<file path="config.mk">
export PLATFORM = sky130hd
export DESIGN_NAME = line_window
export DESIGN_NICKNAME = d
export VERILOG_FILES = /design/src/verilog/renkon_pkg.sv /design/src/verilog/line_window.sv
export SDC_FILE = /design/constraint.sdc
export NUM_CORES = 1
export LEC_CHECK = 0
export CAP_MARGIN = 20
export CORE_MARGIN = 2
export CORE_UTILIZATION = 55
export CTS_BUF_LIST = sky130_fd_sc_hd__clkbuf_16
export CTS_CLUSTER_DIAMETER = 200
export DETAILED_ROUTE_END_ITERATION = 16
export DONT_BUFFER_PORTS = 1
export PLACE_DENSITY = 0.7
export SLEW_MARGIN = 20
export SYNTH_ARGS = -nofsm -noshare
export SYNTH_HDL_FRONTEND = slang
export SYNTH_SLANG_ARGS = --single-unit
</file>
<file path="constraint.sdc">
create_clock -name clk -period 6.6 [get_ports clk]
set_input_delay 0.66 -clock clk [delete_from_list [all_inputs] [get_ports clk]]
set_output_delay 0.66 -clock clk [all_outputs]
set_load 0.05 [all_outputs]
</file>
<file path="src/verilog/renkon_pkg.sv">
package renkon_pkg;

  // data widths.
  localparam int DWIDTH = 16;  // pixels and weights, signed.
  localparam int AWIDTH = 40;  // products, sums, feature words.
  localparam int LWIDTH = 10;  // sizes and coordinates.

  // filter side.
  localparam int FSIZE = 3;

  // pipeline latencies in cycles.
  localparam int D_CONV  = 2;  // conv_mac, products then sum.
  localparam int D_ACCUM = 1;  // feat_accum, read-add-write.

  // window and output strobes.
  typedef struct packed {
    logic start;
    logic valid;
    logic stop;
  } ctrl_reg;

endpackage

</file>
<file path="src/verilog/line_window.sv">
`timescale 1ns/10ps

module line_window import renkon_pkg::*; #(
  parameter int IMG_MAX = 32
) (
  input  logic                     clk,
  input  logic                     xrst,
  input  logic                     pixel_valid,
  input  logic signed [DWIDTH-1:0] pixel,
  input  logic [LWIDTH-1:0]        img_size,
  output logic signed [DWIDTH-1:0] win [0:FSIZE*FSIZE-1]
);

  localparam int PW = $clog2(IMG_MAX);

  logic signed [DWIDTH-1:0] row_a [0:IMG_MAX-1];  // one row above.
  logic signed [DWIDTH-1:0] row_b [0:IMG_MAX-1];  // two rows above.
  logic [LWIDTH-1:0]        r_ptr;
  logic signed [DWIDTH-1:0] col_new [0:FSIZE-1];

  // ptr wraps at the row length, so a full pass leaves it at zero.
  always_ff @(posedge clk) begin
    if (!xrst) begin
      r_ptr <= '0;
    end else if (pixel_valid) begin
      if (r_ptr == img_size - LWIDTH'(1)) begin
        r_ptr <= '0;
      end else begin
        r_ptr <= r_ptr + LWIDTH'(1);
      end
    end
  end

  // new right column, top to bottom.
  assign col_new[0] = row_b[r_ptr[PW-1:0]];
  assign col_new[1] = row_a[r_ptr[PW-1:0]];
  assign col_new[2] = pixel;

  always_ff @(posedge clk) begin
    if (pixel_valid) begin
      row_a[r_ptr[PW-1:0]] <= pixel;
      row_b[r_ptr[PW-1:0]] <= row_a[r_ptr[PW-1:0]];
      for (int r = 0; r < FSIZE; r++) begin
        for (int c = 0; c < FSIZE - 1; c++) begin
          win[r*FSIZE+c] <= win[r*FSIZE+c+1];
        end
        win[r*FSIZE+FSIZE-1] <= col_new[r];
      end
    end
  end

  a_row_fits: assert property (@(posedge clk) disable iff (!xrst)
    pixel_valid |-> img_size <= LWIDTH'(IMG_MAX));

endmodule

</file>
Yosys cells after proc, flatten, opt, wreduce, memory -nomap -nowiden
Memories as Yosys holds them, arrays and structs flattened. A register that Yosys moved wholly into a read port is not among the register bits.
Index checks and enable logic that the tools add are counted.
{"block": "totals", "regBits": 138, "latchBits": 0, "ram_bits": 1024, "romBits": 0, "input_bits": 29, "out_inout_bits": 144, "elab_cells": 19, "memories": 2}
{"memory": "row_a", "depth": 32, "word_bits": 16, "rd": 1, "rd_ports_with_merged_regs": 1, "write_ports": 1, "line": "line_window.sv:16", "text": "logic signed [DWIDTH-1:0] row_a [0:IMG_MAX-1];"}
{"memory": "row_b", "depth": 32, "word_bits": 16, "rd": 1, "rd_ports_with_merged_regs": 1, "write_ports": 1, "line": "line_window.sv:17", "text": "logic signed [DWIDTH-1:0] row_b [0:IMG_MAX-1];"}
{"block": "classes", "add_sub_neg": 2, "multipliers": 0, "div": 0, "order_cmp": 0, "n_eq_ne": 1, "shift": 0, "n_mux": 5, "bitwise_logic": 0, "n_reduce_logical": 0}
{"op": "$add 10x1->10 const B", "count": 1}
{"op": "$eq 10x10->1", "count": 1}
{"op": "$mux 10", "count": 1}
{"op": "$mux 5", "count": 2}
{"op": "$sub 10x1->10 const B", "count": 1}
{"op": "$mux 1", "count": 2}

Depth between registers and ports, before layout
{"block": "depth", "word_depth": 5, "depth_mapped": 9, "ltp_nobuf": 7}

Worst setup path before layout
Ideal clock, no wire load.
{"block": "synth_timing", "kind": "input-to-reg", "startpoint": "in pixel_valid", "endpoint": "mem row_a[7][0], enable pin", "setup_time_ns": 0.461, "arrival_ns": 3.305, "required_ns": 6.139, "path_slack_ns": 2.834, "stages": 3, "n_path_buf": 1, "path_cell_list": "clkbuf_1 -> nand3_1 -> nor3_1"}
{"block": "synth_via", "elab_chain_cells": 2}
{"element": "from (decl)", "line": "line_window.sv:8", "text": "input logic pixel_valid,"}
{"element": "$mux 1", "line": "line_window.sv:40", "text": "if (pixel_valid) begin"}
{"element": "$mux 1 (not written as such)", "line": "line_window.sv:41", "text": "row_a[r_ptr[PW-1:0]] <= pixel;"}
{"element": "to (decl)", "line": "line_window.sv:16"}
Every way passes these cells.

Final worst setup path
{"block": "layout_timing", "startpoint": "reg r_ptr[1]", "endpoint": "mem row_a[10][5], enable pin"}
{"element": "from (decl)", "line": "line_window.sv:18", "text": "logic [LWIDTH-1:0] r_ptr;"}
{"element": "from (signal assigned)", "line": "line_window.sv:29", "text": "r_ptr <= r_ptr + LWIDTH'(1);"}
Straight into the memory's write port.

==> flow_metrics.py <==
metrics = {
    "outcome": {
        "outcome": "completed",
    },
    "timing": {
        "skew_ns": 0.0294,
        "worst_pin_slew_ns": 1.04,
        "final.period_utilization": 0.565,
        "finalHoldViolations": 0,
        "rsz0062_at_grt": "no",
        "fin_crit_ns": 3.73,
        "worst_hold_slack_ns": 0.0718,
        "max_freq_mhz": 268,
        "maxSlewViolCount": 0,
        "max-slew-margin-rel": 0.308,
        "fin_tns_setup_ns": 0,
        "setup_viol": 0,
    },
    "clock_tree": {
        "cts_root_buf": "clkbuf_16",
        "post-cts-setup-buffers": 0,
        "h-tree-depth": 3,
        "clk_pin_slew_worst_paths_ns": 0.06,
        "hold_buffers": 0,
        "cts_tree": "done",
        "clock-sinks": 1183,
        "cts_buffers": 113,
        "clockBufferDepth": 3,
        "clock_latency_ns": 0.69,
        "cts_resized": 0,
    },
    "critical_path": {
        "critical_path_class": "reg -> reg",
        "crit_top_cell": "buf_4",
        "crit_buf_inv": 2,
        "startpoint_type": "register",
        "cp_slowest_cell": "nor2_4",
        "cp_slowest_stage_delay_ns": 0.83,
        "worstPathArrival_ns": 4.07,
        "critPathRequiredTime_ns": 6.94,
        "path_delay_family": "simple AND/OR/NAND/NOR gates",
        "critPathCaptureType": "register",
        "path_max_fanout": 50,
        "path_cells": "buf_4 > ha_1 > nand2_1 > nor2_4 > buf_4",
    },
    "route": {
        "routed_wl_um": 103000,
        "dr.pass1.iters": 5,
        "ant_nets": 0,
        "drcViolationCount": 0,
        "wl_per_cell_um": 34.0,
        "viasPerCell": 6.56,
        "vias": 19800,
        "drt_iter0_drc": 2711,
    },
    "synthesis": {
        "synth_top_cell_by_area": "edfxtp_1",
        "post-synth-top-count-cell": "edfxtp_1",
        "ys_top_cells_by_count": "1168 x edfxtp_1, 288 x mux4_2, 64 x a22oi_1",
        "async_flop_share": 0,
        "syn_avg_cell_area_sq_um": 24.4,
        "yosysWarnings": 0,
        "yosysSeqAreaShare": 0.807,
        "synth_top_area_frac": 0.800,
        "synth_edf_count": 1168,
        "synth_cell_types": 44,
        "synthTopCellsByArea": "edfxtp_1 80%, mux4_2 15%, a22oi_1 1.1%",
        "synth_fp_nets": 1834,
        "netlist_area_sq_mm": 0.0439,
        "netlist_instances": 1800,
        "synth_ff_type": "edfxtp_1",
        "synth_seq_cells": 1183,
    },
    "final_layout": {
        "areaGrowthSynthToFinish_pct": 12.1,
        "design_area_sq_mm": 0.0492,
        "fin_nets": 1917,
        "drive_gt1_frac": 0.285,
        "multiInputGateArea_sq_mm": 0.00837,
        "seq_area_sq_mm": 0.0354,
        "fill_cells": 5145,
    },
    "placed_design": {
        "post_dp_cell_area_sq_mm": 0.0455,
        "gp_congestion": 0.768,
        "io_buffers": 0,
        "dp_hpwl_um": 53200,
    },
    "floorplanning": {
        "pin_count": 173,
        "dieArea_sq_mm": 0.0820,
        "die_h_um": 286,
        "core_sq_mm": 0.0790,
        "die-width_um": 286,
        "initial_core_util": 0.555,
        "rows": 103,
    },
    "power_and_ir_drop": {
        "ir_drop_mv": 0.225,
        "power.density_mw_per_mm2": 333,
        "p_leak_nw": 15.0,
        "p_total_mw": 16.4,
    },
    "min_path": {
        "hp-class": "in -> reg",
    },
    "grt": {
        "antenna_found_initial": 0,
        "grt_pass1_wl_um": 147000,
        "grt_max_degree": 159,
        "overflow": 0,
        "grt_use_total": 0.255,
        "grt_pass1_vias": 20200,
    },
    "flow_run": {
        "maxCapViolations": 0,
    },
}
-- power breakdown --
part	internal (mW)	total [mW]	switching (mW)
clock	3.64	6.35	2.71
sequential	8.60	9.01	0.410
combinational	0.444	0.995	0.551
total	12.7	16.4	3.67
-- per-stage QoR --
step | worst slack, ns | instances | utilization
after CTS | 2.84 | 3025 | 0.622
after global routing | 2.69 | 3025 | 0.622
final | 2.87 | 3026 | 0.622
after detailed placement | 2.87 | 2818 | 0.576
after floorplan | 2.83 | 1800 | -
after global placement | 2.93 | 2818 | 0.576
-- cell type report --
type | count | share of cell area
Multi-Input combinational cell | 527 | 0.170
Antenna cell | 1 | 0.0000509
Inverter | 7 | 0.000534
Tap cell | 1050 | 0.0267
Clock inverter | 91 | 0.0153
Clock buffer | 116 | 0.0590
Sequential cell | 1183 | 0.720
Timing Repair Buffer | 51 | 0.00830
-- cell families after synthesis --
| logic type | share of synthesized area |
|---|---|
| AND/OR/NAND/NOR | 0.0134 |
| adder cells (fa/ha/maj) | 0.00143 |
| flip-flops | 0.807 |
| multiplexers | 0.152 |
| AO/OA/AOI/OAI | 0.0148 |
| buffers and inverters | 0.00867 |
| XOR/XNOR | 0.00300 |
-- state kept, by name, indices dropped and copies added (netlist names), named ones only --
signal,flops
r_ptr,10
row_a,512
row_b,512
win,144
-- worst paths after layout --
check        cells after the start  slack, ns            to      from
min reg2reg                      3       0.58      r_ptr[9]  r_ptr[9]
min                              0       0.07   row_a[1][9]  pixel[9]
max                              5       2.87  row_a[10][5]  r_ptr[1]
max reg2reg                      5       2.87  row_a[10][5]  r_ptr[1]
-- routing by layer --
| metal | up-vias | share of wire | GRT usage |
|---|---|---|---|
| met5 | - | 0 | 0 |
| met4 | 0 | 0.026 | 0.0751 |
| met3 | 145 | 0.080 | 0.0428 |
| met2 | 1084 | 0.51 | 0.428 |
| met1 | 10700 | 0.38 | 0.351 |
| li1 | 7927 | - | - |
-- layout by cell type (no fill, tap or decap), drive strengths merged, types with 3 or more instances in the layout --
master,instances
nand2,15
xor2,5
inv,35
nand4,20
nor2,40
xnor2,10
nor3b,3
a21oi,11
o211ai,3
mux4,288
edfxtp,1168
clkinv,48
o21ai,3
bufinv,12
clkinvlp,3
buf,51
nand3b,3
a22oi,64
clkbuf,116
nor3,5
ha,5
nand2b,3
mux2,16
dfxtp,15
nand3,8
No activity file was read; power rests on OpenSTA's default activity.
