$ cat config.mk
export PLATFORM = sky130hd
export DESIGN_NAME = ctrl_conv
export DESIGN_NICKNAME = d
export VERILOG_FILES = /design/src/verilog/renkon_pkg.sv /design/src/verilog/ctrl_conv.sv
export SDC_FILE = /design/constraint.sdc
export NUM_CORES = 1
export LEC_CHECK = 0
export BUFFER_PORTS_ARGS = -buffer_cell sky130_fd_sc_hd__buf_2
export CAP_MARGIN = 30
export CORE_UTILIZATION = 30
export DETAILED_ROUTE_END_ITERATION = 12
export PLACE_DENSITY = 0.55
export SLEW_MARGIN = 0
export SYNTH_ARGS = -nofsm -noshare
export SYNTH_HDL_FRONTEND = slang
export SYNTH_SLANG_ARGS = --single-unit
$ cat constraint.sdc
create_clock -name clk -period 7.1 [get_ports clk]
set_clock_uncertainty 0.2 [all_clocks]
set_input_delay 1.42 -clock clk [delete_from_list [all_inputs] [get_ports clk]]
set_output_delay 1.42 -clock clk [all_outputs]
set_load 0.05 [all_outputs]
$ cat src/verilog/renkon_pkg.sv
package renkon_pkg;

  // data widths.
  localparam int DWIDTH = 16;  // pixels and weights, signed.
  localparam int AWIDTH = 40;  // products, sums, feature words.
  localparam int LWIDTH = 10;  // sizes and coordinates.

  // filter side.
  localparam int FSIZE = 3;

  // pipeline latencies in cycles.
  localparam int D_CONV  = 2;  // conv_mac, products then sum.
  localparam int D_ACCUM = 1;  // feat_accum, read-add-write.

  // window and output strobes.
  typedef struct packed {
    logic start;
    logic valid;
    logic stop;
  } ctrl_reg;

endpackage

$ cat src/verilog/ctrl_conv.sv
`timescale 1ns/10ps

module ctrl_conv import renkon_pkg::*; #(
  parameter int IMG_MAX = 32,
  localparam int FADDR = $clog2((IMG_MAX - FSIZE + 1) * (IMG_MAX - FSIZE + 1))
) (
  input  logic              clk,
  input  logic              xrst,
  input  logic              start,
  input  logic              first_input,
  input  logic              last_input,
  input  logic              pixel_valid,
  input  logic [LWIDTH-1:0] img_size,
  output ctrl_reg           win_ctrl,
  output logic              feat_we,
  output logic              feat_rst,
  output logic [FADDR-1:0]  feat_addr,
  output ctrl_reg           out_ctrl,
  output logic [LWIDTH-1:0] fea_size
);

  typedef enum logic {S_WAIT, S_ACTIVE} state_t;

  state_t            r_state;
  logic              r_first;
  logic              r_last;
  logic [LWIDTH-1:0] r_img_size;
  logic [LWIDTH-1:0] r_fea_size;
  logic [LWIDTH-1:0] r_x;
  logic [LWIDTH-1:0] r_y;
  logic [FADDR-1:0]  r_win_cnt;
  ctrl_reg           r_win;
  logic              r_we_d   [0:D_CONV-1];
  logic              r_rst_d  [0:D_CONV-1];
  logic [FADDR-1:0]  r_addr_d [0:D_CONV];
  ctrl_reg           r_out_d  [0:D_CONV+D_ACCUM-1];
  logic              x_end;
  logic              last_px;
  logic              win_done;

  assign x_end    = r_x == r_img_size - LWIDTH'(1);
  assign last_px  = x_end && r_y == r_img_size - LWIDTH'(1);
  assign win_done = r_state == S_ACTIVE && pixel_valid
                    && r_x >= LWIDTH'(FSIZE - 1) && r_y >= LWIDTH'(FSIZE - 1);

  always_ff @(posedge clk) begin
    if (!xrst) begin
      r_state <= S_WAIT;
    end else if (r_state == S_WAIT && start) begin
      r_state <= S_ACTIVE;
    end else if (r_state == S_ACTIVE && pixel_valid && last_px) begin
      r_state <= S_WAIT;
    end
  end

  // sizes and pass flags hold for the whole pass.
  always_ff @(posedge clk) begin
    if (!xrst) begin
      r_img_size <= '0;
      r_fea_size <= '0;
      r_first    <= 1'b0;
      r_last     <= 1'b0;
    end else if (r_state == S_WAIT && start) begin
      r_img_size <= img_size;
      r_fea_size <= img_size - LWIDTH'(FSIZE - 1);
      r_first    <= first_input;
      r_last     <= last_input;
    end
  end

  always_ff @(posedge clk) begin
    if (!xrst || r_state == S_WAIT) begin
      r_x <= '0;
      r_y <= '0;
    end else if (pixel_valid) begin
      if (x_end) begin
        r_x <= '0;
        r_y <= r_y + LWIDTH'(1);
      end else begin
        r_x <= r_x + LWIDTH'(1);
      end
    end
  end

  always_ff @(posedge clk) begin
    if (!xrst) begin
      r_win     <= '0;
      r_win_cnt <= '0;
    end else begin
      r_win.start <= win_done && r_x == LWIDTH'(FSIZE - 1) && r_y == LWIDTH'(FSIZE - 1);
      r_win.valid <= win_done;
      r_win.stop  <= win_done && last_px;
      if (r_state == S_WAIT && start) begin
        r_win_cnt <= '0;
      end else if (win_done) begin
        r_win_cnt <= r_win_cnt + FADDR'(1);
      end
    end
  end

  // address travels beside the window through the mac.
  always_ff @(posedge clk) begin
    if (win_done) begin
      r_addr_d[0] <= r_win_cnt;
    end
    for (int i = 1; i <= D_CONV; i++) begin
      r_addr_d[i] <= r_addr_d[i-1];
    end
  end

  always_ff @(posedge clk) begin
    if (!xrst) begin
      for (int i = 0; i < D_CONV; i++) begin
        r_we_d[i]  <= 1'b0;
        r_rst_d[i] <= 1'b0;
      end
      for (int i = 0; i < D_CONV + D_ACCUM; i++) begin
        r_out_d[i] <= '0;
      end
    end else begin
      r_we_d[0]  <= r_win.valid;
      r_rst_d[0] <= r_win.valid && r_first;  // first pass overwrites.
      for (int i = 1; i < D_CONV; i++) begin
        r_we_d[i]  <= r_we_d[i-1];
        r_rst_d[i] <= r_rst_d[i-1];
      end
      r_out_d[0] <= r_last ? r_win : '0;  // only the last pass leaves.
      for (int i = 1; i < D_CONV + D_ACCUM; i++) begin
        r_out_d[i] <= r_out_d[i-1];
      end
    end
  end

  assign win_ctrl  = r_win;
  assign feat_we   = r_we_d[D_CONV-1];
  assign feat_rst  = r_rst_d[D_CONV-1];
  assign feat_addr = r_addr_d[D_CONV];
  assign out_ctrl  = r_out_d[D_CONV+D_ACCUM-1];
  assign fea_size  = r_fea_size;

  a_pixel_in_pass: assert property (@(posedge clk) disable iff (!xrst)
    pixel_valid |-> r_state == S_ACTIVE);

  a_size_range: assert property (@(posedge clk) disable iff (!xrst)
    start |-> img_size >= LWIDTH'(FSIZE) && img_size <= LWIDTH'(IMG_MAX));

endmodule

# Yosys cells after proc, flatten, opt, wreduce, memory -nomap -nowiden
# Memories as Yosys holds them, arrays and structs flattened.
# Index checks and enable logic that the tools add are counted.
op_classes:
  add_sub_neg: 5
  order_cmp: 2
  eq_ne: 4
  mux: 15
  bitwise: 9
  n_reduce_logical: 15
ops:
  columns: ["cell", "count"]
  rows:
  - ["$add A10 B1 Y10 const B", 3]
  - ["$eq A10 B10 Y1", 2]
  - ["$eq A10 B2 Y1 const B", 2]
  - ["$ge A10 B2 Y1 const B", 2]
  - ["$mux W3", 4]
  - ["$logic_and A1 B1 Y1", 10]
  - ["$mux W1", 10]
  - ["$mux W10", 1]
  - ["$sub A10 B1 Y10 const B", 1]
  - ["$sub A10 B2 Y10 const B", 1]
  - ["$or A1 B1 Y1", 7]
  - ["$not A1 Y1", 2]
  - ["$reduce_and A2 Y1", 1]
  - ["$reduce_bool A2 Y1", 1]
  - ["$reduce_or A2 Y1", 1]
  - ["$logic_not A1 Y1", 1]
  - ["$logic_or A1 B1 Y1", 1]
totals:
  regBits: 56
  mem_bits_rw: 43
  elab_cells: 65
  mem_count: 4
mem_list:
  columns: ["memory", "words", "width", "rd", "rd_clocked_by_memory_dff", "wr", "line_no", "rtl"]
  rows:
  - ["r_addr_d", 3, 10, 3, 0, 3, "ctrl_conv.sv:35", "logic [FADDR-1:0] r_addr_d [0:D_CONV];"]
  - ["r_out_d", 3, 3, 3, 0, 3, "ctrl_conv.sv:36", "ctrl_reg r_out_d [0:D_CONV+D_ACCUM-1];"]
  - ["r_rst_d", 2, 1, 2, 0, 2, "ctrl_conv.sv:34", "logic r_rst_d [0:D_CONV-1];"]
  - ["r_we_d", 2, 1, 2, 0, 2, "ctrl_conv.sv:33", "logic r_we_d [0:D_CONV-1];"]

# Depth between registers and ports, before layout
depth:
  word_depth: 6
  depth_mapped: 13

# Worst setup path before layout
# OpenSTA, ideal clock, no wires.
synth_timing:
  path_type: "input port to flip-flop"
  startpoint: "input port pixel_valid"
  endpoint: "register r_win_cnt[9]"
  t_arrival_ns: 3.037
  path_slack_ns: 3.790
  stages: 5
  path_buffers: 0
  path_cell_list: "nand2_1 > a221oi_2 > nand4_1 > or3_1 > a21oi_1"
synth_between:
  elab_chain_cells: 3
synth_rtl:
  columns: ["item", "line_no", "rtl"]
  rows:
  - ["start, declared", "ctrl_conv.sv:12", "input logic pixel_valid,"]
  - ["$logic_and A1 B1 Y1", "ctrl_conv.sv:43", "assign win_done = r_state == S_ACTIVE && pixel_valid"]
  - ["$logic_and A1 B1 Y1 (2 in a row)", "ctrl_conv.sv:44", "&& r_x >= LWIDTH'(FSIZE - 1) && r_y >= LWIDTH'(FSIZE - 1);"]
  - ["via win_done", "ctrl_conv.sv:39", "logic win_done;"]
  - ["end signal, assigned", "ctrl_conv.sv:96", "r_win_cnt <= r_win_cnt + FADDR'(1);"]
  - ["end, declared", "ctrl_conv.sv:31", "logic [FADDR-1:0] r_win_cnt;"]
# The timed path passes the listed nets, and every way through them passes these cells.
# A chain may end at the register's enable or synchronous reset.

# Worst setup path in the final report
layout_timing:
  startpoint: "register r_img_size[0]"
  endpoint: "register r_y[3]"
layout_between:
  elab_chain_cells: 3
layout_rtl:
  columns: ["item", "line_no", "rtl"]
  rows:
  - ["start, declared", "ctrl_conv.sv:27", "logic [LWIDTH-1:0] r_img_size;"]
  - ["start signal, assigned", "ctrl_conv.sv:64", "r_img_size <= img_size;"]
  - ["$sub A10 B1 Y10", "ctrl_conv.sv:41", "assign x_end = r_x == r_img_size - LWIDTH'(1);"]
  - ["$eq A10 B10 Y1", "ctrl_conv.sv:41", null]
  - ["$reduce_and A2 Y1 (no line)", null, null]
  - ["end signal, assigned", "ctrl_conv.sv:78", "r_y <= r_y + LWIDTH'(1);"]
  - ["end, declared", "ctrl_conv.sv:30", "logic [LWIDTH-1:0] r_y;"]
# Every way passes these cells.

==> impl_metrics.toml <==
[outcome]
status = "completed"

[worst_hold_path]
min_path_type = "flip-flop to flip-flop"
hold-path-endpoint = "r_addr_d[0][25]"
holdCritStartpoint = "r_addr_d[0][15]"
hold_depth = 0

[synth]
syn-num-nets = 476
ys_async_sr_fraction_pct = 0
synth_enable_flop_cells = 10
syn-instance-count = 453
synth_ff_type = "dfxtp_1"
synth-adder-area-share_pct = 2.03
ys_seq_area_share_pct = 47.8
yosys_register_bits = 98
synth_compound_area_share_pct = 11.2
syn-cell-area_um2 = 4320
yosys_warnings = 0
synth_top_family_by_area = "simple AND/OR/NAND/NOR gates"
synthMuxAreaShare_pct = 1.19
yosysUniqueCellTypes = 51
syn_avg_cell_area_um2 = 9.53
synth_xor_area_share_pct = 9.97
synth-simple-area-share_pct = 21.2

[setup_path]
r2r_setup_slack_ns = 3.80
reg2reg_to = "r_y[3]"
cp-startpoint = "r_img_size[0]"
critPathSlowestCell = "or4b_1"
critPathArrivalTime_ns = 3.34
startpoint_type = "flip-flop"
path_cells = "inv_1, ha_1, or4b_1, o221a_2, a311oi_2, a21boi_4, and3_1, nand2_1, mux2_2"
cp_max_fo = 11
worstSetupEndpointType = "flip-flop"
crit_type = "flip-flop to flip-flop"
required_ns = 7.14
r2r_cells = 9
r2r-start = "r_img_size[0]"
max_stage_delay_ns = 0.65

[clocking]
postCtsSetupBuffers = 0
cts.sink_count = 98
post_cts_resized = 0
cts_max_level = 3
numCtsBuffers = 9
cts_hold_buf = 0
clk_pin_slew_worst_paths_ns = 0.07
cts_tree = "done"
cts_root_buffer = "clkbuf_16"
clock_path_buffers = 2
clk_latency_ns = 0.35

[timing]
period_minus_slack_ns = 3.30
setup_ws_ns = 3.80
tightest_slew_ns = 0.681
rsz0062_at_grt = "false"
post-route-period-util_pct = 46.5
maxSlewViolCount = 0
slew_headroom_pct = 54.5
finalSetupViolCount = 0
fmax_mhz = 303
final.setup.tns_ns = 0
hold_viol = 0

[routing]
firstDrtPassIters = 4
drc = 0
drtAntennaViolNets = 0
via_per_inst = 4.71
drt-total-wl_mm = 8.63
vias = 3060
drt-wirelength-per-cell_um = 13.3
drtIter0Drc = 161

[cells_and_area]
fillerInstances = 1421
instances_no_fill = 650
drive_gt1_share_pct = 15.5
area_growth_pct = 12.7
nets = 488
antennaDiodeCount = 0

[global_routing]
grt_pass1_vias = 2741
track_usage_pct = 12.4
antenna_found_initial = 0
grt_pass1_wl_mm = 14.0
grt_overflow_total = 0
grt_max_degree = 40

[job]
cap_viol_max_count = 0

[die]
fp.dieW_um = 122
start_util_pct = 31.0
placeableCoreArea_um2 = 13900
num_io_pins = 44
die_h_um = 122
num_rows = 43
die_area_um2 = 14900

[power]
power_frac_comb_pct = 8.9
power_frac_seq_pct = 47.8
intPower_mw = 0.909
power_density_nw_per_um2 = 248
p_sw_share_pct = 24.8
ir_worst_vdd_v = 0.000111
leakage_nw = 1.94
pwr-share-clk_pct = 43.3
p_switching_mw = 0.299

[placement]
dp.final_hpwl_mm = 6.08
port_buffers = 43
dp.cells = 634
gp_congestion = 0.744
place_ws_ns = 3.81
worst max-delay path: cells and delay by family, from the launching register on:
family                   cells  cell delay [ns]
buffers and inverters        1             0.09
adder cells (fa/ha/maj)      1             0.31
flip-flops                   1             0.38
AND/OR/NAND/NOR              3             1.13
multiplexers                 1             0.32
AO/OA/AOI/OAI                3             0.75
cells by family (layout without fill, tap and decap cells):
kind of cell    count (synthesis)  in the layout
buf+inv                        56             73
xor+xnor                       46             46
compound gates                 67             67
fa+ha+maj                       7              7
flops                          98             98
simple gates                  174            174
mux                             5              5
cells in the mapped netlist, types with 4 or more instances:
cell type	count	area share (%)
dfxtp_1	88	41
nand2_1	59	5.1
nor2_1	26	2.3
xnor2_1	24	4.9
xor2_1	20	4.1
clkbuf_1	17	1.5
a21oi_1	15	1.7
buf_4	15	2.6
nor3_1	15	1.7
o21ai_0	13	1.5
a21boi_0	12	2.1
inv_1	12	1.0
and2_1	11	1.6
and3_1	11	1.6
nand4_1	11	1.6
or3_1	11	1.6
edfxtp_1	10	7.0
buf_2	9	1.0
o211a_1	8	1.9
ha_1	7	2.0
a31oi_1	6	0.87
or4_1	6	1.0
mux2i_1	4	0.93
nand3_1	4	0.46
nor2b_1	4	0.58
metal layers:
layer | global-route usage (%) | up-vias | share of wire [%]
li1 | - | 1565 | -
met2 | 18.7 | 48 | 44
met3 | 3.46 | 10 | 4.6
met4 | 6.25 | 0 | 1.8
met5 | 0 | - | 0
met1 | 16.2 | 1437 | 50
per-stage QoR:
stage          power, mW  util, %  hold WS (ns)  instance area, µm²
2_1_floorplan      0.676        -         0.110                4320
3_3_place_gp       0.696     32.5         0.111                4530
3_5_place_dp       0.698     32.6         0.112                4540
4_1_cts             1.22     34.9         0.129                4860
5_1_grt             1.26     34.9         0.131                4860
6_report            1.21     34.9         0.126                4860
worst max path at each step:
| stage | to | slack, ns |
|---|---|---|
| 2_1_floorplan | r_win_cnt[9] | 3.79 |
| 5_1_grt | r_y[8] | 3.52 |
| 3_5_place_dp | r_y[3] | 3.81 |
| 4_1_cts | r_y[3] | 3.77 |
| 3_3_place_gp | r_win_cnt[9] | 3.89 |
| 6_report | r_y[3] | 3.80 |
layout by cell type (no fill, tap or decap), types with 3 or more instances in the layout:
cell type	Yosys	layout
dfxtp_1	88	88
nand2_1	59	59
buf_2	9	43
nor2_1	26	26
xnor2_1	24	24
xor2_1	20	20
nor3_1	15	15
a21oi_1	15	15
o21ai_0	13	13
inv_1	12	12
a21boi_0	12	12
and2_1	11	11
and3_1	11	11
or3_1	11	11
nand4_1	11	11
clkbuf_16	0	10
edfxtp_1	10	10
o211a_1	8	8
ha_1	7	7
or4_1	6	6
a31oi_1	6	6
mux2i_1	4	4
nand3_1	4	4
nand2b_1	3	3
a211oi_1	3	3
nor2b_1	4	3
power by group through the flow:
stage,Clock (mW),Combinational (mW),Sequential [mW]
final,0.523,0.108,0.577
after CTS,0.536,0.109,0.577
after global placement,0,0.106,0.590
after floorplan,0,0.0793,0.596
after global routing,0.562,0.119,0.579
after detailed placement,0,0.108,0.590
state kept, by name (all words and copies together) (netlist names), 2 cells and up:
register / flops
r_x: 10
r_rst_d: 2
r_we_d: 2
win_ctrl: 3
r_win_cnt: 10
r_img_size: 10
r_addr_d: 30
r_y: 10
r_out_d: 9
fea_size: 9
layout make-up:
| class | instances | area (µm²) | share of cell area (%) |
|---|---|---|---|
| inverters | 12 | 45.0 | 0.926 |
| repair buffers | 45 | 238 | 4.89 |
| well taps | 180 | 225 | 4.63 |
| flip-flops and latches | 98 | 2060 | 42.4 |
| multi-input cells | 299 | 1970 | 40.5 |
| clock inverters | 5 | 67.6 | 1.39 |
| clock buffers | 11 | 254 | 5.22 |
Note: power is estimated with default switching activity, not from simulation.
